### src/hw/cpuPkg.sv
package cpuPkg;

  // data and instruction words
  typedef logic [15:0] word_t;
  typedef logic [15:0] instr_t;
  typedef logic [2:0]  regAddr_t;

  // zero in bit 2, negative in bit 1, carry in bit 0
  typedef logic [2:0]  ccr_t;

  parameter int ccrZero  = 2;
  parameter int ccrNeg   = 1;
  parameter int ccrCarry = 0;

  typedef enum logic [4:0] {
    opNop, opAdd, opSub, opAnd, opOr, opNot, opInc, opMov,
    opShl, opShr, opLdi, opIn, opOut, opLoad, opStore, opHalt
  } opcode_t;

  typedef enum logic [3:0] {
    aluPass, aluAdd, aluSub, aluAnd, aluOr, aluNot, aluInc, aluShl, aluShr
  } aluOp_t;

  typedef enum logic [1:0] {
    fetchIdle, fetchRunning, fetchHalted
  } fetchState_t;

  // instruction field positions
  parameter int opcodeHi = 15;
  parameter int opcodeLo = 11;
  parameter int destHi   = 10;
  parameter int destLo   = 8;
  parameter int srcAHi   = 7;
  parameter int srcALo   = 5;
  parameter int srcBHi   = 4;
  parameter int srcBLo   = 2;
  parameter int immHi    = 7;
  parameter int immLo    = 0;
  parameter int shiftHi  = 3;
  parameter int shiftLo  = 0;

endpackage

### src/hw/executeStage.sv
`timescale 1ns/10ps

module executeStage (
  input  logic             clk,
  input  logic             rst,
  input  logic             exValid,
  input  cpuPkg::aluOp_t   aluOp,
  input  cpuPkg::word_t    operandA,
  input  cpuPkg::word_t    operandB,
  input  logic [3:0]       shiftAmount,
  input  logic             useInput,
  input  logic             exMemRead,
  input  logic             exMemWrite,
  input  logic             exRegWrite,
  input  cpuPkg::regAddr_t exWriteAddr,
  input  logic             exOutWrite,
  input  logic             halt,
  input  cpuPkg::word_t    inputPort,
  output cpuPkg::ccr_t     ccr,
  output logic             resValid,
  output logic             memRead,
  output logic             memWrite,
  output logic             regWrite,
  output logic             outWrite,
  output cpuPkg::word_t    result,
  output cpuPkg::word_t    storeData,
  output cpuPkg::regAddr_t writeAddr
);

  logic [16:0]   wide;
  cpuPkg::word_t aluResult;
  cpuPkg::word_t resultNext;
  logic          carry;
  logic          ccrUpdate;

  // ALU
  always_comb
  begin
    wide      = '0;
    aluResult = operandB;
    carry     = 1'b0;
    case (aluOp)
      cpuPkg::aluAdd:
      begin
        wide      = {1'b0, operandA} + {1'b0, operandB};
        aluResult = wide[15:0];
        carry     = wide[16];
      end
      cpuPkg::aluSub:
      begin
        // bit 16 of the wide difference is the borrow
        wide      = {1'b0, operandA} - {1'b0, operandB};
        aluResult = wide[15:0];
        carry     = wide[16];
      end
      cpuPkg::aluAnd: aluResult = operandA & operandB;
      cpuPkg::aluOr:  aluResult = operandA | operandB;
      cpuPkg::aluNot: aluResult = ~operandA;
      cpuPkg::aluInc: aluResult = operandA + 16'd1;
      cpuPkg::aluShl:
      begin
        // last bit out lands in bit 16, zero for a shift of 0
        wide      = {1'b0, operandA} << shiftAmount;
        aluResult = wide[15:0];
        carry     = wide[16];
      end
      cpuPkg::aluShr: aluResult = operandA >> shiftAmount;
      default:        aluResult = operandB;
    endcase
  end

  // flags only for real ALU work, not mov, ldi, in or load
  assign ccrUpdate = exValid && exRegWrite && !useInput && !exMemRead &&
                     aluOp != cpuPkg::aluPass;

  // in takes the port, memory ops carry the address in A
  assign resultNext = useInput ? inputPort :
                      (exMemRead || exMemWrite) ? operandA : aluResult;

  always_ff @(posedge clk or posedge rst)
  begin
    if (rst)
    begin
      ccr      <= '0;
      resValid <= 1'b0;
      memRead  <= 1'b0;
      memWrite <= 1'b0;
      regWrite <= 1'b0;
      outWrite <= 1'b0;
    end
    else
    begin
      if (ccrUpdate)
      begin
        ccr[cpuPkg::ccrZero]  <= (aluResult == 16'h0000);
        ccr[cpuPkg::ccrNeg]   <= aluResult[15];
        ccr[cpuPkg::ccrCarry] <= carry;
      end
      // halt has nothing left to do past here
      resValid <= exValid && !halt;
      memRead  <= exValid && exMemRead;
      memWrite <= exValid && exMemWrite;
      regWrite <= exValid && exRegWrite;
      outWrite <= exValid && exOutWrite;
    end
  end

  // result payload
  always_ff @(posedge clk)
  begin
    result    <= resultNext;
    storeData <= operandB;
    writeAddr <= exWriteAddr;
  end

  // load and store are distinct opcodes
  assert property (@(posedge clk) disable iff (rst) exValid |-> !(exMemRead && exMemWrite));

endmodule

### config.mk
export PLATFORM = sky130hd
export DESIGN_NAME = executeStage
export DESIGN_NICKNAME = d
export VERILOG_FILES = /design/src/hw/cpuPkg.sv /design/src/hw/executeStage.sv
export SDC_FILE = /design/constraint.sdc
export NUM_CORES = 1
export LEC_CHECK = 0
export BUFFER_PORTS_ARGS = -buffer_cell sky130_fd_sc_hd__buf_4
export CORE_MARGIN = 2
export CORE_UTILIZATION = 50
export DETAILED_ROUTE_END_ITERATION = 6
export GPL_TIMING_DRIVEN = 0
export MAX_ROUTING_LAYER = met4
export PLACE_DENSITY = 0.73
export SETUP_SLACK_MARGIN = 0.2
export SLEW_MARGIN = 5
export SYNTH_ARGS = -nofsm -noshare
export SYNTH_HDL_FRONTEND = slang
export SYNTH_SLANG_ARGS = --single-unit
### constraint.sdc
create_clock -name clk -period 1.17 [get_ports clk]
set_input_delay 0.234 -clock clk [delete_from_list [all_inputs] [get_ports clk]]
set_output_delay 0.234 -clock clk [all_outputs]
set_load 0.05 [all_outputs]
==> results of run 1 <==
## sequential cells by signal, summed over array words and instances (netlist names)
signal / cells
ccr: 3
memRead: 1
memWrite: 1
outWrite: 1
regWrite: 1
resValid: 1
result: 16
storeData: 16
writeAddr: 3
## worst paths after layout
path / cells after the start / slack (ns) / to
min in group asynchronous: 3 / 0.44 / ccr[0]$_DFFE_PP0P_
worst min register to register: 2 / 0.56 / ccr[2]$_DFFE_PP0P_
worst max register to register: 2 / 0.39 / ccr[0]$_DFFE_PP0P_
max in group asynchronous: 3 / 0.49 / ccr[1]$_DFFE_PP0P_
worst min-delay path: 1 / 0.02 / writeAddr[2]$_DFF_P_
worst max-delay path: 15 / -1.57 / ccr[2]$_DFFE_PP0P_
## power breakdown
part | switching [mW] | internal [mW]
combinational | 2.58 | 2.00
sequential | 0.0751 | 1.60
clock | 0.792 | 0.805
total | 3.45 | 4.41
## metrics by stage
step	power (mW)	std cells	instance area, sq um	hold WS, ns
5_1_grt	8.04	1157	9680	0.0254
3_5_place_dp	4.97	1059	7590	0.204
2_1_floorplan	3.93	807	6620	0.0497
3_3_place_gp	4.92	1059	7590	0.197
4_1_cts	7.18	1122	8990	0.0227
6_report	7.86	1157	9680	0.0208
## critical path, stage by stage
cell and delay [ns]:
buf_8 0.11, clkbuf_16 0.15, inv_8 0.05, ha_4 0.15
inv_2 0.05, fa_2 0.34, nor2b_4 0.16, o21ai_4 0.23
a21oi_4 0.11, o311a_1 0.37, o32ai_4 0.26, a32oi_2 0.21
nor3_2 0.23, nand4b_1 0.14, o21ai_1 0.15
## kinds of logic (layout without fill, tap and decap cells)
kind of cell    count (synthesis)  in the layout
simple gates                  258            258
compound gates                257            257
buf+inv                       115            317
mux                            60             60
fa+ha+maj                      55             55
flops                          43             43
xor+xnor                       19             19
other cells                     0              1
## Yosys cell counts, types with 11 or more instances
| library cell | n |
|---|---|
| xnor2_1 | 19 |
| nand2_1 | 70 |
| a211oi_1 | 16 |
| nand2b_1 | 11 |
| o211ai_1 | 14 |
| dfxtp_1 | 35 |
| nand3_1 | 16 |
| mux2_2 | 13 |
| a21oi_1 | 48 |
| inv_1 | 50 |
| mux2i_1 | 40 |
| nor2_1 | 63 |
| o21ai_0 | 39 |
| clkbuf_1 | 30 |
| buf_2 | 20 |
| ha_1 | 53 |
| nor3_1 | 27 |
## final cells by class
class	instances	area, sq um
Antenna cell	1	2.50
Buffer	64	649
Clock buffer	5	125
Clock inverter	3	23.8
Fill cell	713	2280
Inverter	51	265
Multi-Input combinational cell	649	5600
Sequential cell	43	943
Tap cell	147	184
Timing Repair Buffer	194	1890
## layer usage
metal  vias up  wire, um
met5         -         0
met4         0      1830
met3       190      3850
met2       679     14000
met1      3809     11000
li1       3395         -
## timing repair
| item | CTS | global route |
|---|---|---|
| setup endpoints to repair | 62 | 62 |
| endpoints found under the hold margin | 8 | 0 |
| setup buffers | 54 | 34 |
| resized for setup | 215 | 101 |
| pin swaps | 44 | 74 |
| hold buffers | 1 | 0 |
==> impl_metrics.prom, run 1 <==
# TYPE chip_impl_metric gauge
chip_impl_metric{name="grt.overflow.total",unit=""} 0
chip_impl_metric{name="compound_gate_portion_of_the_synthesized_area",unit="%"} 29.5
chip_impl_metric{name="mappedNetlistArea",unit="sq um"} 6110
chip_impl_metric{name="place_worst_setup_slack",unit="ns"} -2.08
chip_impl_metric{name="slew_violations",unit=""} 0
chip_impl_metric{name="final_critical_path_setup_slack",unit="ns"} -1.57
chip_impl_info{name="critical_path_class",value="input pin to register"} 1
chip_impl_info{name="min-delay-path-class",value="input pin to register"} 1
chip_impl_info{name="dominant_register_cell_in_the_synthesized_netlist",value="dfxtp_1"} 1
chip_impl_info{name="start_kind",value="input pin"} 1
chip_impl_metric{name="detailedRoute.firstPassIterationCount",unit=""} 7
chip_impl_metric{name="transition_time_at_the_pin_with_the_least_slew_margin",unit="ns"} 0.992
chip_impl_metric{name="cts-buffers-inserted",unit=""} 5
chip_impl_info{name="tritoncts_clock_tree",value="built"} 1
chip_impl_metric{name="initial_utilization",unit="%"} 51.1
chip_impl_metric{name="vdd_ir_drop_max",unit="V"} 0.000561
chip_impl_metric{name="met1_usage",unit="%"} 53.5
chip_impl_metric{name="post_synth_and_or_nand_nor_area_fraction",unit="%"} 21.7
chip_impl_metric{name="post-route-util",unit="%"} 80.9
chip_impl_info{name="mostFrequentLayoutCells",value="133 x buf_4, 66 x nand2_1, 60 x nor2_1, 46 x buf_8, 38 x a21oi_1"} 1
chip_impl_metric{name="routed_wirelength",unit="mm"} 30.6
chip_impl_metric{name="portion_of_the_clock_cycle_consumed_by_the_worst_path_in_the_final_layout",unit="%"} 234
chip_impl_metric{name="clock_edge_transition_at_the_registers_on_the_reported_setup_and_hold_paths",unit="ns"} 0.08
chip_impl_info{name="grt_setup_unrepaired",value="yes"} 1
chip_impl_metric{name="number_of_buffers_on_the_longest_clock_path",unit=""} 2
chip_impl_metric{name="synth-edff-count",unit=""} 0
chip_impl_metric{name="maxCapViolations",unit=""} 0
chip_impl_metric{name="synth_cells",unit=""} 807
chip_impl_metric{name="ys_async_sr_fraction",unit="%"} 18.6
chip_impl_metric{name="io_pins",unit=""} 111
chip_impl_metric{name="post_route_cells_drive_above_1_share",unit="%"} 45.8
chip_impl_info{name="yosys.area.top_type",value="dfxtp_1"} 1
chip_impl_metric{name="achievable_freq",unit="GHz"} 0.365
chip_impl_metric{name="antenna_found_initial",unit=""} 1
chip_impl_metric{name="synth_adder_area_share",unit="%"} 11.5
chip_impl_info{name="timing.critical_path.from",value="operandA[0]"} 1
chip_impl_metric{name="first_iter_violations",unit=""} 1469
chip_impl_metric{name="worst-endpoint-arrival",unit="ns"} 2.97
chip_impl_metric{name="grt_use_met3",unit="%"} 10.6
chip_impl_metric{name="yosys_warnings",unit=""} 0
chip_impl_metric{name="area_delta_synth_final",unit="%"} 58.3
chip_impl_metric{name="wire_length_of_the_first_global_routing_pass",unit="mm"} 42.7
chip_impl_metric{name="yosysSeqAreaShare",unit="%"} 14.7
chip_impl_metric{name="placement.io_buffers",unit=""} 105
chip_impl_metric{name="cts.sinks",unit=""} 43
chip_impl_metric{name="pin_count_of_the_biggest_net_entering_global_routing",unit=""} 16
chip_impl_metric{name="slew-limit-headroom",unit="%"} 33.6
chip_impl_info{name="layout_commonest_cell",value="buf_4"} 1
chip_impl_metric{name="post_route_ant_nets",unit=""} 0
chip_impl_metric{name="post-route-min-period",unit="ns"} 2.74
chip_impl_metric{name="first_global_vias",unit=""} 7441
chip_impl_metric{name="groute.usage.overall",unit="%"} 43.7
chip_impl_metric{name="number_of_h_tree_levels",unit=""} 2
chip_impl_metric{name="worstPathMaxFanout",unit=""} 4
chip_impl_metric{name="globalplace.congestion",unit=""} 1.09
chip_impl_info{name="ctsRootBufferMaster",value="clkbuf_16"} 1
chip_impl_metric{name="floorplan.die.width",unit="um"} 115
chip_impl_metric{name="syn-mean-instance-area",unit="sq um"} 7.58
chip_impl_metric{name="avgRoutedWirePerCell",unit="um"} 26.5
chip_impl_metric{name="p_leak",unit="nW"} 3.99
chip_impl_metric{name="postSynthRegisterBits",unit=""} 43
chip_impl_metric{name="layout.nets",unit=""} 1131
chip_impl_metric{name="overall_die_height",unit="um"} 115
chip_impl_metric{name="setup_tns",unit="ns"} -22.69
chip_impl_metric{name="final.setup_skew",unit="ns"} 0
chip_impl_metric{name="globalRouteMet2Util",unit="%"} 69.6
chip_impl_metric{name="timing.final.setup_violations",unit=""} 19
chip_impl_info{name="gr-max-usage-layer",value="met2"} 1
chip_impl_metric{name="clk_lat_worst_skew",unit="ns"} 0.31
chip_impl_metric{name="remaining_drc_errors",unit=""} 9
chip_impl_metric{name="worst_ep_required_time",unit="ns"} 1.40
chip_impl_metric{name="yosys-mux-area-fraction",unit="%"} 11.5
chip_impl_info{name="synth_top_family_by_area",value="compound AO/OA/AOI/OAI gates"} 1
chip_impl_metric{name="netlist.area_leader.share",unit="%"} 11.5
chip_impl_metric{name="synthXorXnorAreaFrac",unit="%"} 2.72
chip_impl_metric{name="vias",unit=""} 8073
chip_impl_metric{name="core.rowCount",unit=""} 40
chip_impl_info{name="cell_types_occupying_the_most_area_after_synthesis",value="dfxtp_1 11%, ha_1 11%, mux2i_1 6.5%, nand2_1 4.3%, a21oi_1 3.9%"} 1
chip_impl_info{name="failed_checks",value="DRC, setup timing"} 1
chip_impl_metric{name="vias_per_cell",unit=""} 6.98
chip_impl_info{name="outcome",value="complete, but fails checks"} 1
chip_impl_metric{name="mappedNetlistNets",unit=""} 930
chip_impl_metric{name="fp.dieArea",unit="sq um"} 13100
chip_impl_info{name="critical_path_end_type",value="register"} 1
chip_impl_info{name="reg2reg_from",value="ccr[0]$_DFFE_PP0P_"} 1
chip_impl_info{name="worst_min_path_start",value="exWriteAddr[2]"} 1
chip_impl_metric{name="fp.coreArea",unit="sq um"} 12000
chip_impl_metric{name="post-dp-hpwl",unit="mm"} 20.2
chip_impl_metric{name="number_of_unique_standard_cell_types_used_by_synthesis",unit=""} 82
chip_impl_metric{name="final_hold_violations",unit=""} 0
chip_impl_metric{name="cellPowerDensity",unit="nW/um^2"} 811
Power figures use the tool's default switching activity.
==> inputs of run 2 (changes only) <==
- RECOVER_POWER: not set -> 50
- clock period: 1.17 -> 2.8 ns (I/O delays scaled with it)
==> impl_metrics.prom, run 2 (synthesis gave the netlist of run 1 again) <==
# TYPE chip_impl_metric gauge
chip_impl_metric{name="io_pins",unit=""} 111
chip_impl_metric{name="nFillCells",unit=""} 859
chip_impl_metric{name="vdd_ir_drop_max",unit="V"} 0.000223
chip_impl_info{name="start_kind",value="input pin"} 1
chip_impl_metric{name="grt.overflow.total",unit=""} 0
chip_impl_metric{name="fp.dieArea",unit="sq um"} 13100
chip_impl_info{name="mostFrequentLayoutCells",value="120 x buf_4, 67 x nand2_1, 61 x nor2_1"} 1
chip_impl_info{name="path_delay_family",value="compound AO/OA/AOI/OAI gates"} 1
chip_impl_metric{name="routed_wirelength",unit="mm"} 30.8
chip_impl_metric{name="multi_input_comb_area",unit="sq um"} 5630
chip_impl_metric{name="overall_die_height",unit="um"} 115
chip_impl_metric{name="timing.final.setup_violations",unit=""} 9
chip_impl_metric{name="fp.coreArea",unit="sq um"} 12000
chip_impl_metric{name="layout.nets",unit=""} 1097
chip_impl_metric{name="detailedRoute.firstPassIterationCount",unit=""} 7
chip_impl_info{name="worst_path_max_delay_cell",value="or4_4"} 1
chip_impl_metric{name="groute.usage.overall",unit="%"} 44.1
chip_impl_metric{name="clock_edge_transition_at_the_registers_on_the_reported_setup_and_hold_paths",unit="ns"} 0.08
chip_impl_metric{name="transition_time_at_the_pin_with_the_least_slew_margin",unit="ns"} 1.12
chip_impl_metric{name="final_area",unit="sq um"} 8920
chip_impl_metric{name="post_route_ant_nets",unit=""} 0
chip_impl_metric{name="cts.sinks",unit=""} 43
chip_impl_metric{name="critical_path.max_stage_delay",unit="ns"} 0.54
chip_impl_metric{name="final.setup_skew",unit="ns"} 0
chip_impl_metric{name="maxCapViolations",unit=""} 0
chip_impl_metric{name="achievable_freq",unit="GHz"} 0.326
chip_impl_metric{name="vias_per_cell",unit=""} 7.11
chip_impl_metric{name="cts-buffers-inserted",unit=""} 5
chip_impl_info{name="min-delay-path-class",value="input pin to asynchronous set/reset pin"} 1
chip_impl_metric{name="hold_buffers",unit=""} 0
chip_impl_metric{name="post-dp-hpwl",unit="mm"} 20.8
chip_impl_metric{name="core.rowCount",unit=""} 40
chip_impl_metric{name="wire_length_of_the_first_global_routing_pass",unit="mm"} 43.1
chip_impl_info{name="layout_commonest_cell",value="buf_4"} 1
chip_impl_metric{name="post-route-min-period",unit="ns"} 3.07
chip_impl_metric{name="number_of_h_tree_levels",unit=""} 2
chip_impl_metric{name="post-route-util",unit="%"} 74.6
chip_impl_metric{name="slew_violations",unit=""} 0
chip_impl_metric{name="worst_hold_slack",unit="ns"} 0.199
chip_impl_metric{name="p_leak",unit="nW"} 3.62
chip_impl_info{name="grt_setup_unrepaired",value="yes"} 1
chip_impl_metric{name="slew-limit-headroom",unit="%"} 25.1
chip_impl_metric{name="critical_path.n_buffers_inverters",unit=""} 2
chip_impl_info{name="critical_path_end_type",value="register"} 1
chip_impl_info{name="cp_cell_sequence",value="clkbuf_1 > inv_1 > ha_4 > o21a_1 > o21ai_1 > a31oi_2 > o31ai_4 > or4_4 > a32oi_2 > o22ai_2 > mux2_4 > o21ai_2"} 1
chip_impl_info{name="reg2reg_from",value="ccr[0]$_DFFE_PP0P_"} 1
chip_impl_metric{name="number_of_buffers_on_the_longest_clock_path",unit=""} 2
chip_impl_info{name="critical_path_class",value="input pin to register"} 1
chip_impl_metric{name="portion_of_the_clock_cycle_consumed_by_the_worst_path_in_the_final_layout",unit="%"} 110
chip_impl_metric{name="placement.io_buffers",unit=""} 105
chip_impl_metric{name="clk_lat_worst_skew",unit="ns"} 0.31
chip_impl_info{name="layout_top_registers",value="result x16, storeData x16"} 1
chip_impl_metric{name="floorplan.die.width",unit="um"} 115
chip_impl_metric{name="worst-endpoint-arrival",unit="ns"} 3.31
chip_impl_metric{name="initial_utilization",unit="%"} 51.1
chip_impl_metric{name="regArea",unit="sq um"} 901
chip_impl_info{name="tritoncts_clock_tree",value="built"} 1
chip_impl_metric{name="worstPathMaxFanout",unit=""} 4
chip_impl_metric{name="antenna_found_initial",unit=""} 0
chip_impl_metric{name="area_delta_synth_final",unit="%"} 45.8
chip_impl_metric{name="pin_count_of_the_biggest_net_entering_global_routing",unit=""} 16
chip_impl_metric{name="remaining_drc_errors",unit=""} 10
chip_impl_metric{name="final_hold_violations",unit=""} 0
chip_impl_info{name="ctsRootBufferMaster",value="clkbuf_16"} 1
chip_impl_metric{name="vias",unit=""} 7979
chip_impl_metric{name="insertedDiodeCount",unit=""} 0
chip_impl_metric{name="worst_ep_required_time",unit="ns"} 3.04
chip_impl_metric{name="first_global_vias",unit=""} 7424
chip_impl_metric{name="placedInstanceArea",unit="sq um"} 7380
chip_impl_metric{name="globalplace.congestion",unit=""} 1.06
chip_impl_metric{name="post_route_cells_drive_above_1_share",unit="%"} 37.2
chip_impl_metric{name="cellPowerDensity",unit="nW/um^2"} 349
chip_impl_metric{name="final_critical_path_setup_slack",unit="ns"} -0.271
chip_impl_info{name="failed_checks",value="DRC, setup timing"} 1
chip_impl_info{name="outcome",value="complete, but fails checks"} 1
chip_impl_metric{name="avgRoutedWirePerCell",unit="um"} 27.5
chip_impl_info{name="timing.critical_path.from",value="operandB[6]"} 1
chip_impl_metric{name="first_iter_violations",unit=""} 1237
-- run 2: cell types whose count changed in the layout (fill, tap and decap cells not counted), moves of 5 or more --
| cell | before | now |
|---|---|---|
| o21ai_1 | 21 | 13 |
| buf_8 | 46 | 9 |
| dfxtp_2 | 34 | 0 |
| dfxtp_1 | 1 | 35 |
| clkbuf_1 | 7 | 31 |
| o21ai_0 | 20 | 28 |
| buf_12 | 8 | 3 |
| buf_6 | 29 | 20 |
| buf_4 | 133 | 120 |
-- run 2: routing by layer --
metal / vias up / track usage, % / wire (um)
met4: 0 / 19.7 / 2400
met5: - / - / 0
met1: 3699 / 54.6 / 11000
met3: 228 / 9.48 / 3930
li1: 3329 / - / -
met2: 723 / 69.2 / 13500
-- run 2: path summary, 6_finish.rpt --
path / slack [ns] / depth (start not counted) / end
worst min register to register: 0.48 / 1 / ccr[1]$_DFFE_PP0P_
worst min-delay path: 0.20 / 2 / regWrite$_DFF_PP0_
worst max-delay path: -0.27 / 12 / result[14]$_DFF_P_
worst max register to register: 2.07 / 2 / ccr[0]$_DFFE_PP0P_
max in group asynchronous: 2.35 / 2 / resValid$_DFF_PP0_
min in group clk: 0.38 / 1 / writeAddr[1]$_DFF_P_
-- run 2: power breakdown --
group / switching (mW) / leakage, nW / internal, mW
Clock: 0.319 / 0.0664 / 0.336
Combinational: 1.08 / 3.16 / 0.706
Sequential: 0.0147 / 0.398 / 0.661
-- run 2: repair_timing --
| action | CTS | global route |
|---|---|---|
| hold endpoints to repair | 0 | 0 |
| cloned | 0 | 1 |
| resized for setup | 144 | 92 |
| buffers inserted | 43 | 11 |
| endpoints found under the setup margin | 18 | 18 |
| pin swaps | 46 | 27 |
-- run 2: stage by stage --
stage	TNS, ns	total power, mW	setup slack, ns	instances
CTS	-0.497	2.89	-0.210	1110
floorplan	-0.0938	1.60	-0.0717	807
finish	-1.49	3.12	-0.271	1122
global placement	-9.42	2.02	-1.02	1059
detailed placement	-10.31	2.04	-1.03	1059
global route	-1.63	3.19	-0.291	1122
-- run 2: final cells by class --
type / instances / area share (%)
inverter: 51 / 2.97
clock buffer: 5 / 1.40
timing repair buffer: 160 / 13.4
buffer: 64 / 6.65
multi-input combinational: 649 / 63.1
clock inverter: 3 / 0.267
tap: 147 / 2.06
sequential: 43 / 10.1
