$ cat src/hw/cpuPkg.sv
package cpuPkg;

  // data and instruction words
  typedef logic [15:0] word_t;
  typedef logic [15:0] instr_t;
  typedef logic [2:0]  regAddr_t;

  // zero in bit 2, negative in bit 1, carry in bit 0
  typedef logic [2:0]  ccr_t;

  parameter int ccrZero  = 2;
  parameter int ccrNeg   = 1;
  parameter int ccrCarry = 0;

  typedef enum logic [4:0] {
    opNop, opAdd, opSub, opAnd, opOr, opNot, opInc, opMov,
    opShl, opShr, opLdi, opIn, opOut, opLoad, opStore, opHalt
  } opcode_t;

  typedef enum logic [3:0] {
    aluPass, aluAdd, aluSub, aluAnd, aluOr, aluNot, aluInc, aluShl, aluShr
  } aluOp_t;

  typedef enum logic [1:0] {
    fetchIdle, fetchRunning, fetchHalted
  } fetchState_t;

  // instruction field positions
  parameter int opcodeHi = 15;
  parameter int opcodeLo = 11;
  parameter int destHi   = 10;
  parameter int destLo   = 8;
  parameter int srcAHi   = 7;
  parameter int srcALo   = 5;
  parameter int srcBHi   = 4;
  parameter int srcBLo   = 2;
  parameter int immHi    = 7;
  parameter int immLo    = 0;
  parameter int shiftHi  = 3;
  parameter int shiftLo  = 0;

endpackage

$ cat src/hw/regFile.sv
`timescale 1ns/10ps

module regFile (
  input  logic             clk,
  input  logic             rst,
  input  cpuPkg::regAddr_t readAddrA,
  input  cpuPkg::regAddr_t readAddrB,
  output cpuPkg::word_t    readDataA,
  output cpuPkg::word_t    readDataB,
  input  logic             writeEnable,
  input  cpuPkg::regAddr_t writeAddr,
  input  cpuPkg::word_t    writeData
);

  cpuPkg::word_t regs [8];

  always_ff @(posedge clk or posedge rst)
  begin
    if (rst)
    begin
      for (int i = 0; i < 8; i++)
      begin
        regs[i] <= '0;
      end
    end
    else if (writeEnable)
    begin
      regs[writeAddr] <= writeData;
    end
  end

  // same-cycle write shows through on both ports
  assign readDataA = (writeEnable && writeAddr == readAddrA) ? writeData : regs[readAddrA];
  assign readDataB = (writeEnable && writeAddr == readAddrB) ? writeData : regs[readAddrB];

endmodule

$ cat src/hw/decodeStage.sv
`timescale 1ns/10ps

module decodeStage (
  input  logic             clk,
  input  logic             rst,
  input  cpuPkg::instr_t   instr,
  input  logic             instrValid,
  input  logic             wbWrite,
  input  cpuPkg::regAddr_t wbAddr,
  input  cpuPkg::word_t    wbData,
  output logic             haltDecoded,
  output logic             exValid,
  output logic             useInput,
  output logic             memRead,
  output logic             memWrite,
  output logic             regWrite,
  output logic             outWrite,
  output logic             halt,
  output cpuPkg::aluOp_t   aluOp,
  output cpuPkg::word_t    operandA,
  output cpuPkg::word_t    operandB,
  output logic [3:0]       shiftAmount,
  output cpuPkg::regAddr_t writeAddr
);

  cpuPkg::opcode_t  opcode;
  cpuPkg::regAddr_t destField;
  cpuPkg::regAddr_t srcAField;
  cpuPkg::regAddr_t srcBField;
  cpuPkg::regAddr_t readAddrB;
  logic [7:0]       immField;
  logic [3:0]       shiftField;
  cpuPkg::word_t    readDataA;
  cpuPkg::word_t    readDataB;
  cpuPkg::aluOp_t   aluOpNext;
  logic useInputNext;
  logic memReadNext;
  logic memWriteNext;
  logic regWriteNext;
  logic outWriteNext;
  logic haltNext;
  logic useImm;
  logic bFromA;
  logic knownOp;

  // instruction fields
  assign opcode     = cpuPkg::opcode_t'(instr[cpuPkg::opcodeHi:cpuPkg::opcodeLo]);
  assign destField  = instr[cpuPkg::destHi:cpuPkg::destLo];
  assign srcAField  = instr[cpuPkg::srcAHi:cpuPkg::srcALo];
  assign srcBField  = instr[cpuPkg::srcBHi:cpuPkg::srcBLo];
  assign immField   = instr[cpuPkg::immHi:cpuPkg::immLo];
  assign shiftField = instr[cpuPkg::shiftHi:cpuPkg::shiftLo];

  // mov and out route the first source through port B, since pass forwards B
  assign readAddrB = bFromA ? srcAField : srcBField;

  regFile i_regFile (
    .clk         (clk),
    .rst         (rst),
    .readAddrA   (srcAField),
    .readAddrB   (readAddrB),
    .readDataA   (readDataA),
    .readDataB   (readDataB),
    .writeEnable (wbWrite),
    .writeAddr   (wbAddr),
    .writeData   (wbData)
  );

  // an invalid slot decodes as nop
  always_comb
  begin
    aluOpNext    = cpuPkg::aluPass;
    useInputNext = 1'b0;
    memReadNext  = 1'b0;
    memWriteNext = 1'b0;
    regWriteNext = 1'b0;
    outWriteNext = 1'b0;
    haltNext     = 1'b0;
    useImm       = 1'b0;
    bFromA       = 1'b0;
    knownOp      = 1'b1;
    if (instrValid)
    begin
      case (opcode)
        cpuPkg::opNop:   knownOp = 1'b1;
        cpuPkg::opAdd:
        begin
          aluOpNext    = cpuPkg::aluAdd;
          regWriteNext = 1'b1;
        end
        cpuPkg::opSub:
        begin
          aluOpNext    = cpuPkg::aluSub;
          regWriteNext = 1'b1;
        end
        cpuPkg::opAnd:
        begin
          aluOpNext    = cpuPkg::aluAnd;
          regWriteNext = 1'b1;
        end
        cpuPkg::opOr:
        begin
          aluOpNext    = cpuPkg::aluOr;
          regWriteNext = 1'b1;
        end
        cpuPkg::opNot:
        begin
          aluOpNext    = cpuPkg::aluNot;
          regWriteNext = 1'b1;
        end
        cpuPkg::opInc:
        begin
          aluOpNext    = cpuPkg::aluInc;
          regWriteNext = 1'b1;
        end
        cpuPkg::opShl:
        begin
          aluOpNext    = cpuPkg::aluShl;
          regWriteNext = 1'b1;
        end
        cpuPkg::opShr:
        begin
          aluOpNext    = cpuPkg::aluShr;
          regWriteNext = 1'b1;
        end
        cpuPkg::opMov:
        begin
          bFromA       = 1'b1;
          regWriteNext = 1'b1;
        end
        cpuPkg::opLdi:
        begin
          useImm       = 1'b1;
          regWriteNext = 1'b1;
        end
        cpuPkg::opIn:
        begin
          useInputNext = 1'b1;
          regWriteNext = 1'b1;
        end
        cpuPkg::opOut:
        begin
          bFromA       = 1'b1;
          outWriteNext = 1'b1;
        end
        cpuPkg::opLoad:
        begin
          memReadNext  = 1'b1;
          regWriteNext = 1'b1;
        end
        cpuPkg::opStore: memWriteNext = 1'b1;
        cpuPkg::opHalt:  haltNext = 1'b1;
        default:         knownOp = 1'b0;
      endcase
    end
  end

  // combinational path back to fetch
  assign haltDecoded = haltNext;

  // decode to execute control
  always_ff @(posedge clk or posedge rst)
  begin
    if (rst)
    begin
      exValid  <= 1'b0;
      aluOp    <= cpuPkg::aluPass;
      useInput <= 1'b0;
      memRead  <= 1'b0;
      memWrite <= 1'b0;
      regWrite <= 1'b0;
      outWrite <= 1'b0;
      halt     <= 1'b0;
    end
    else
    begin
      exValid  <= instrValid;
      aluOp    <= aluOpNext;
      useInput <= useInputNext;
      memRead  <= memReadNext;
      memWrite <= memWriteNext;
      regWrite <= regWriteNext;
      outWrite <= outWriteNext;
      halt     <= haltNext;
    end
  end

  // operands and destination
  always_ff @(posedge clk)
  begin
    operandA    <= readDataA;
    operandB    <= useImm ? {8'h00, immField} : readDataB;
    shiftAmount <= shiftField;
    writeAddr   <= destField;
  end

  // opcode outside the set reaching decode
  assert property (@(posedge clk) disable iff (rst) instrValid |-> knownOp);

endmodule

$ cat config.mk
export PLATFORM = sky130hd
export DESIGN_NAME = decodeStage
export DESIGN_NICKNAME = d
export VERILOG_FILES = /design/src/hw/cpuPkg.sv /design/src/hw/regFile.sv /design/src/hw/decodeStage.sv
export SDC_FILE = /design/constraint.sdc
export NUM_CORES = 1
export LEC_CHECK = 0
export BUFFER_PORTS_ARGS = -buffer_cell sky130_fd_sc_hd__buf_2
export CORE_UTILIZATION = 45
export DETAILED_ROUTE_END_ITERATION = 8
export GPL_TIMING_DRIVEN = 0
export SYNTH_ARGS = -nofsm -noshare
export SYNTH_HDL_FRONTEND = slang
export SYNTH_SLANG_ARGS = --single-unit
$ cat constraint.sdc
create_clock -name clk -period 6 [get_ports clk]
set_clock_uncertainty 0.15 [all_clocks]
set_input_delay 1.2 -clock clk [delete_from_list [all_inputs] [get_ports clk]]
set_output_delay 1.2 -clock clk [all_outputs]
set_load 0.05 [all_outputs]
==> reports/results.txt, run 1 <==
Tot Pwr = 3.72 mW
total grt overflow = 0
final worst path period share = 66.0%
Worst R2R Path Depth = 3
drt pass-1 iters = 5
post-synthesis async set-or-reset flop share = 78.1%
WL final = 24.6 mm
Final setup viols = 0
layout net count = 840
Critical Path Slowest Stage Cell = o31ai_1
Post-synth EDFFs = 0
WL/cell = 23.4 µm
Worst Path Arrival = 4090 ps
Max VDD drop = 180 µV
most frequent cells in the layout = mux2_2 (146), dfrtp_1 (139), nand2_1 (86)
Post-synth top flop = dfrtp_1
met3 routed WL = 1.67 mm
Seq cells post-synth = 178
Hold Path Stages = 1
Hold Startpoint = i_regFile.regs[81]$_DFFE_PP0P_
die height = 140 µm
CP Launch Type = primary input
register area share after synthesis = 49.5%
crit-path cells = buf_2, and3b_1, o211a_1, buf_6, o31ai_1, clkbuf_1, a32oi_1, nand4_1, a21oi_1
fmax = 0.253 GHz
Final Slew Violations = 0
Tightest Pin Transition = 1380 ps
Clock transition at path regs = 60 ps
max-capacitance violation count = 0
Worst Path Buf+Inv = 3
vias in the first global route = 6283
root buffer cell = clkbuf_16
Resize count post-CTS = 0
outcome = finished, final reports clean
CORE AREA = 18700 µm²
Hold EP = i_regFile.regs[81]$_DFFE_PP0P_
Critical Path Max Stage Delay = 1080 ps
H-tree depth = 4
Critical Path End Type = flop
Routed met2 length = 11.5 mm
Min-Delay Path Class = flop to flop
Fin. Hold Viols = 0
die area = 19700 µm²
CTS tree = done
HPWL after detailed placement = 15.8 mm
P&R area growth vs syn = 15.1%
Synth Area per Inst = 12.0 µm²
ANT nets after route = 0
Iter 0 DRT Violations = 629
Post-route DRC = 0
pin count of the biggest net entering global routing = 76
Slew HR = 7.37%
CTS sink cnt = 178
Distinct cells, synth = 39
postcts setup bufs = 0
final worst path period need = 3960 ps
Mapped Nets = 754
Final Non-Filler Cells = 1048
Clock Tree Buf Depth = 2
Multi-input gate area = 4050 µm²
Initial Util = 46.0%
wl on met1 = 10.7 mm
FF-to-FF End = operandA[5]$_DFF_P_
Filler cells = 1628
first-pass GRT wire length = 37.3 mm
Power Dens Cells = 376 nW/µm²
IO Pins = 90
r2r startpoint = i_regFile.regs[5]$_DFFE_PP0P_
layout cells sized above 1 = 36.7%
Crit Path Category = primary input to flop
Inst Count DP = 1015
Worst-Skew Late Latency = 430 ps
crit path max fanout = 10
leak pwr = 4.24 nW
Storage cell area = 4260 µm²
CP required = 6130 ps
Via density = 5.99
Via Count = 6274
Num CTS Buffers = 17
initial antenna violation count = 0
Synth Instances = 715
I/O Buffers = 65
post-synthesis cell area = 8600 µm²
setup slack, reg-to-reg = 4450 ps
commonest non-fill, non-tap cell in the layout = mux2_2
Chip Width = 140 µm
GP Congestion = 0.822
hold_buf cts = 0
n_diodes = 0
all-layer global routing usage = 26.1%
Syn. warnings = 0
row count = 50
RSZ-0062 raised after global routing = no
cell family with most CP delay = compound AO/OA/AOI/OAI gates
Top Layer Used = met4
[metal layers]
layer	global-route usage (%)	vias up
met5	0	-
met4	10.2	0
met2	40.8	275
met3	5.09	64
met1	35.8	3176
li1	-	2759
[cell type report]
type | count | area share, %
clock buffer | 23 | 4.83
clock inverter | 9 | 1.54
sequential | 178 | 43.0
tap | 234 | 2.96
inverter | 3 | 0.164
buffer | 64 | 2.96
multi-input combinational | 470 | 40.9
timing repair buffer | 67 | 3.64
[where the power goes]
part / total, mW / internal [mW] / switching [mW]
Clock: 1.19 / 0.729 / 0.459
Sequential: 1.61 / 1.45 / 0.159
Combinational: 0.926 / 0.401 / 0.525
Total: 3.72 / 2.58 / 1.14
[cells in the mapped netlist, types with 2 or more instances]
library cell / n / share of area [%]
nand4b_1: 3 / 0.31
buf_1: 15 / 0.65
mux2_2: 146 / 19
nand2_1: 86 / 3.8
a32oi_1: 11 / 1.1
mux2_4: 3 / 0.52
and3_1: 5 / 0.36
a21oi_1: 34 / 2.0
buf_2: 9 / 0.52
buf_4: 5 / 0.44
a22oi_1: 10 / 0.87
xnor2_1: 3 / 0.31
o21ai_0: 5 / 0.29
mux2i_1: 30 / 3.5
clkbuf_1: 32 / 1.4
nor2b_1: 3 / 0.22
nor3b_1: 3 / 0.26
buf_6: 3 / 0.39
o21ai_1: 6 / 0.35
nand2b_1: 5 / 0.36
mux4_2: 32 / 8.4
nor2_1: 31 / 1.4
inv_1: 3 / 0.13
nor3_1: 4 / 0.23
nand3_1: 23 / 1.3
xor2_1: 2 / 0.20
dfxtp_1: 39 / 9.1
dfrtp_1: 139 / 40
nand4_1: 15 / 1.1
[worst max path at each step]
stage	slack [ps]	cells past startpoint	end	start
finish	2040	9	operandB[11]$_SDFF_PP0_	instr[11]
global route	2000	9	operandB[11]$_SDFF_PP0_	instr[11]
CTS	2110	9	operandB[11]$_SDFF_PP0_	instr[11]
detailed placement	1700	9	operandB[14]$_SDFF_PP0_	instr[11]
global placement	-580	2	i_regFile.regs[122]$_DFFE_PP0P_	rst
floorplan	930	1	aluOp[0]$_DFF_PP0_	rst
[flip-flops by register name (all words and copies together) (netlist names)]
signal,flops
aluOp,4
regWrite,1
i_regFile.regs,128
shiftAmount,4
exValid,1
outWrite,1
memRead,1
operandB,16
halt,1
memWrite,1
writeAddr,3
useInput,1
operandA,16
[through the flow]
| step | TNS, ps | area (µm²) | hold slack [ps] | util, % | setup WS [ps] |
|---|---|---|---|---|---|
| 6_report | 0 | 9900 | 376 | 52.9 | 2040 |
| 2_1_floorplan | 0 | 8600 | 341 | - | 925 |
| 3_5_place_dp | 0 | 9260 | 364 | 49.5 | 1700 |
| 3_3_place_gp | -78940 | 9220 | 352 | 49.3 | -577 |
| 5_1_grt | 0 | 9900 | 393 | 52.9 | 2000 |
| 4_1_cts | 0 | 9890 | 378 | 52.9 | 2110 |
[logic make-up (layout without fill, tap and decap cells)]
family,after synthesis,after routing,share of synthesized area [%]
buffers and inverters,67,166,3.53
AO/OA/AOI/OAI,72,72,5.18
AND/OR/NAND/NOR,181,181,9.57
multiplexers,211,211,31.5
XOR/XNOR,6,6,0.698
flip-flops,178,178,49.5
Note: power is estimated with default switching activity, not from simulation.
==> run 2, diff against run 1 <==
- PLACE_DENSITY: default -> 0.66
- clock period: 6 -> 3.55 ns (I/O delays scaled with it)
==> run 2 against run 1 <==
Net effect: combinational power is 68% higher; clock-buffer cell count up 4; power increased by 64%; sequential cell count is the same; die area is the same; final area shrank 0.14%; register-to-register slack lost 2400 ps; sequential share of layout area up 0.060 points; hold slack got worse by 150 ps; sequential power rose by 69%; critical path type unchanged; critical endpoint is now operandB[9]$_SDFF_PP0_; largest cell class unchanged.
==> reports/results.txt, run 2 (synthesized netlist as in run 1, its figures left out) <==
final worst path period share = 97.3%
P&R area growth vs syn = 14.9%
Power Dens Cells = 619 nW/µm² (+65%)
Slew HR = 10.1% (+2.7 points)
max-capacitance violation count = 0 (unchanged)
Filler cells = 1590 (-2.3%)
Largest regs = i_regFile.regs (128), operandA (16), operandB (16)
Chip Width = 140 µm (unchanged)
commonest non-fill, non-tap cell in the layout = mux2_2
postcts setup bufs = 0 (unchanged)
Iter 0 DRT Violations = 614 (-2.4%)
CTS sink cnt = 178 (unchanged)
first-pass GRT wire length = 36.8 mm (-1.5%)
Resize count post-CTS = 0 (unchanged)
I/O Buffers = 65 (unchanged)
Initial Util = 46.0% (unchanged)
Post-route DRC = 0 (unchanged)
Num CTS Buffers = 17 (unchanged)
all-layer global routing usage = 25.6% (-0.42 points)
leak pwr = 4.23 nW (-0.26%)
root buffer cell = clkbuf_16
layout cells sized above 1 = 36.8% (about the same)
final worst path period need = 3450 ps
Clock Tree Buf Depth = 2 (unchanged)
total grt overflow = 0 (unchanged)
outcome = finished, final reports clean
Crit Path Category = primary input to flop
die area = 19700 µm² (unchanged)
n_diodes = 0 (unchanged)
max reg flops = 128 (unchanged)
most frequent cells in the layout = mux2_2 (146), dfrtp_1 (139), nand2_1 (86)
GP Congestion = 0.830 (+1.0%)
hold slack = 226 ps (-150 ps)
Top reg by flops = i_regFile.regs
row count = 50 (unchanged)
Via density = 6.00 (+0.16%)
vias in the first global route = 6118 (-2.6%)
die height = 140 µm (unchanged)
pin count of the biggest net entering global routing = 41 (-46%)
CP required = 3670 ps (-2460 ps)
Max VDD drop = 309 µV (+72%)
ANT nets after route = 0 (unchanged)
Tightest Pin Transition = 1340 ps (-40.8 ps)
H-tree depth = 4 (unchanged)
Critical Path End Type = flop
Inst Count DP = 1018 (+0.30%)
Via Count = 6296 (+0.35%)
pre-CTS WS = -135 ps (-1840 ps)
hold_buf cts = 0 (unchanged)
Final Non-Filler Cells = 1050 (+0.19%)
layout net count = 842 (+0.24%)
WL/cell = 23.0 µm (-1.7%)
Final Slew Violations = 0 (unchanged)
Worst Path Arrival = 3570 ps (-520 ps)
Min-Delay Path Class = primary input to flop
Final setup viols = 0 (unchanged)
Worst-Skew Late Latency = 430 ps (about the same)
setup ws final = 95.9 ps (-1950 ps)
fmax = 0.290 GHz
crit path max fanout = 10 (unchanged)
IO Pins = 90 (unchanged)
CTS tree = done
Clock transition at path regs = 60 ps (about the same)
setup slack, reg-to-reg = 2030 ps (-2420 ps)
RSZ-0062 raised after global routing = no
HPWL after detailed placement = 15.4 mm (-2.9%)
drt pass-1 iters = 6 (+1)
CORE AREA = 18700 µm² (unchanged)
CP Launch Type = primary input
Fin. Hold Viols = 0 (unchanged)
initial antenna violation count = 0 (unchanged)
WL final = 24.2 mm (-1.5%)
-- run 2: cell types whose count changed in the layout (fill, tap and decap cells not counted), sizes merged --
cell	delta
clkbuf	+3
clkinvlp	+1
bufinv	-4
clkinv	-1
buf	+3
-- run 2: critical path: stages --
cell and delay (ps):
buf_2 140, and3b_1 190, o211a_1 240, buf_6 140, o31ai_1 1050, clkbuf_1 620, a32oi_1 180, nand4_1 190
a21oi_1 100
-- run 2: final timing paths --
path / start / to / cells after the start
worst min-delay path: instr[8] / writeAddr[0]$_DFF_P_ / 1
worst min register to register: i_regFile.regs[71]$_DFFE_PP0P_ / i_regFile.regs[71]$_DFFE_PP0P_ / 1
min in group asynchronous: rst / i_regFile.regs[17]$_DFFE_PP0P_ / 2
worst max register to register: i_regFile.regs[14]$_DFFE_PP0P_ / operandA[14]$_DFF_P_ / 3
worst max-delay path: instr[11] / operandB[9]$_SDFF_PP0_ / 9
max in group asynchronous: rst / i_regFile.regs[122]$_DFFE_PP0P_ / 3
-- run 2: final cells by class --
| cell class | count | area, µm² | area share [%] |
|---|---|---|---|
| buffer | 64 | 293 | 2.96 |
| clock buffer | 27 | 546 | 5.52 |
| clock inverter | 5 | 40.0 | 0.405 |
| inverter | 3 | 15.0 | 0.152 |
| multi-input combinational | 470 | 4050 | 41.0 |
| sequential | 178 | 4260 | 43.1 |
| tap | 234 | 293 | 2.96 |
| timing repair buffer | 69 | 393 | 3.97 |
-- run 2: routing by layer --
layer / up-vias / track usage [%] / share of wire [%]
met4: 0 / 11.0 / 2.8
met1: 3207 / 33.7 / 41
li1: 2750 / - / -
met5: - / 0 / 0
met3: 59 / 6.63 / 8.6
met2: 280 / 40.2 / 48
-- run 2: power breakdown --
part / switching (mW) / total [mW] / internal, mW
clock: 0.780 / 1.84 / 1.06
combinational: 0.880 / 1.56 / 0.680
sequential: 0.271 / 2.72 / 2.45
-- run 2: metrics by stage --
step | area (µm²) | TNS (ps) | power (mW) | utilization (%)
after floorplan | 8610 | 0 | 3.90 | -
after global placement | 9220 | -8350 | 4.25 | 49.3
after detailed placement | 9300 | -1130 | 4.30 | 49.7
after CTS | 9890 | 0 | 6.13 | 52.9
after global routing | 9890 | 0 | 6.38 | 52.9
final | 9890 | 0 | 6.12 | 52.9
==> run 3, diff against run 2 <==
- PLACE_DENSITY: 0.66 -> default
- clock period: 3.55 -> 4.1 ns (I/O delays scaled with it)
==> run 3 against run 2 <==
Net effect: final area is 0.24% higher; die area stayed put; sequential cell count stayed put; power is 12% lower; non-clock buffer count stayed put; critical path depth stayed put; hold slack better by 110 ps; global-route usage is 0.73 points higher; cell count stayed put; sequential share of layout area is 0.10 points lower; via count is 0.17% higher; clock-buffer cell count is 3 lower; critical path type unchanged; critical endpoint is now operandB[14]$_SDFF_PP0_; highest routed layer unchanged.
==> reports/results.txt, run 3 (synthesized netlist as in run 1, its figures left out) <==
Worst Path Arrival = 3710 ps (+140 ps)
CP startpoint = instr[11]
die area = 19700 µm² (unchanged)
Clock transition at path regs = 70 ps (about the same)
Max VDD drop = 236 µV (-23%)
final worst path period need = 3570 ps
GP Congestion = 0.821 (-1.0%)
n_diodes = 0 (unchanged)
Hold Path Stages = 1 (unchanged)
layout cells sized above 1 = 36.6% (-0.12 points)
CP Launch Type = primary input
CTS sink cnt = 178 (unchanged)
Min-Delay Path Class = primary input to flop
post-place instance area = 9290 µm² (-0.13%)
row count = 50 (unchanged)
Post-route DRC = 0 (unchanged)
pin count of the biggest net entering global routing = 42 (+2.4%)
vias in the first global route = 6320 (+3.3%)
fmax = 0.280 GHz
Largest regs = i_regFile.regs (128), operandA (16), operandB (16)
CP required = 4230 ps (+560 ps)
RSZ-0062 raised after global routing = no
postcts setup bufs = 0 (unchanged)
die height = 140 µm (unchanged)
Via Count = 6307 (+0.17%)
Power Dens Cells = 544 nW/µm² (-12%)
hold_buf cts = 0 (unchanged)
max-capacitance violation count = 0 (unchanged)
ANT nets after route = 0 (unchanged)
r2r startpoint = i_regFile.regs[5]$_DFFE_PP0P_
Tightest Pin Transition = 1440 ps (+98.8 ps)
Inst Count DP = 1017 (-0.098%)
Iter 0 DRT Violations = 421 (-31%)
WL final = 24.6 mm (+1.5%)
Worst-Skew Late Latency = 430 ps (about the same)
final worst path period share = 87.2%
P&R area growth vs syn = 15.2%
CORE AREA = 18700 µm² (unchanged)
initial antenna violation count = 0 (unchanged)
Clock Tree Buf Depth = 2 (unchanged)
Crit Path Category = primary input to flop
Worst R2R Path Depth = 3 (unchanged)
outcome = finished, final reports clean
Resize count post-CTS = 0 (unchanged)
Chip Width = 140 µm (unchanged)
CTS tree = done
max reg flops = 128 (unchanged)
Final Non-Filler Cells = 1050 (unchanged)
crit path max fanout = 10 (unchanged)
Final Slew Violations = 0 (unchanged)
most frequent cells in the layout = mux2_2 (146), dfrtp_1 (139), nand2_1 (86)
first-pass GRT wire length = 37.8 mm (+2.9%)
Final setup viols = 0 (unchanged)
Top reg by flops = i_regFile.regs
commonest non-fill, non-tap cell in the layout = mux2_2
I/O Buffers = 65 (unchanged)
Fin Setup TNS = 0 ps (unchanged)
HPWL after detailed placement = 16.0 mm (+3.9%)
total grt overflow = 0 (unchanged)
Via density = 6.01 (+0.17%)
leak pwr = 4.24 nW (+0.21%)
drt pass-1 iters = 5 (-1)
Num CTS Buffers = 17 (unchanged)
root buffer cell = clkbuf_16
Slew HR = 3.55% (-6.6 points)
H-tree depth = 4 (unchanged)
Finished Cell Area = 9910 µm² (+0.24%)
Initial Util = 46.0% (unchanged)
WL/cell = 23.4 µm (+1.5%)
Fin. Hold Viols = 0 (unchanged)
Hold Startpoint = instr[9]
all-layer global routing usage = 26.4% (+0.73 points)
layout net count = 842 (unchanged)
IO Pins = 90 (unchanged)
Critical Path End Type = flop
## run 3: changes by cell type in the layout (fill, tap and decap cells not counted), sizes merged
cell,change
bufinv,+3
clkbuf,-3
clkinv,+1
inv,-1
## run 3: power by group
part,internal (mW),switching [mW],total (mW)
Clock,1.01,0.667,1.68
Sequential,2.12,0.229,2.35
Combinational,0.590,0.769,1.36
## run 3: metal layers
| metal | vias up | wire length (µm) | global-route usage (%) |
|---|---|---|---|
| met4 | 0 | 738 | 10.1 |
| met5 | - | 0 | 0 |
| met1 | 3208 | 10700 | 36.3 |
| met2 | 277 | 11500 | 41.2 |
| li1 | 2766 | - | - |
| met3 | 56 | 1660 | 5.23 |
## run 3: cell type report
class	instances	area [µm²]
Fill cell	1637	8790
Clock buffer	24	483
Timing Repair Buffer	69	393
Sequential cell	178	4260
Tap cell	234	293
Clock inverter	8	126
Multi-Input combinational cell	470	4050
Buffer	64	293
Inverter	3	15.0
## run 3: worst max-delay path, stage by stage
cell and delay (ps):
buf_2 140, and3b_1 190, o211a_1 240, buf_6 150
o31ai_1 1090, clkbuf_1 680, a32oi_1 140, nand4_1 160
a21oi_1 80
## run 3: worst paths after layout
check                                            endpoint  slack [ps]
max                               operandB[14]$_SDFF_PP0_         530
min                                  writeAddr[1]$_DFF_P_         340
max reg2reg                           operandA[5]$_DFF_P_        2590
min reg2reg                i_regFile.regs[48]$_DFFE_PP0P_         380
max in group asynchronous  i_regFile.regs[74]$_DFFE_PP0P_        2530
min in group asynchronous  i_regFile.regs[17]$_DFFE_PP0P_         370
## run 3: per-stage QoR
step | util [%] | power [mW] | worst slack [ps] | hold WS [ps]
after floorplan | - | 3.38 | 1150 | 341
after global placement | 49.3 | 3.67 | 151 | 351
after detailed placement | 49.7 | 3.73 | 135 | 362
after CTS | 52.9 | 5.40 | 588 | 325
after global routing | 53.0 | 5.62 | 491 | 318
final | 53.0 | 5.39 | 526 | 338
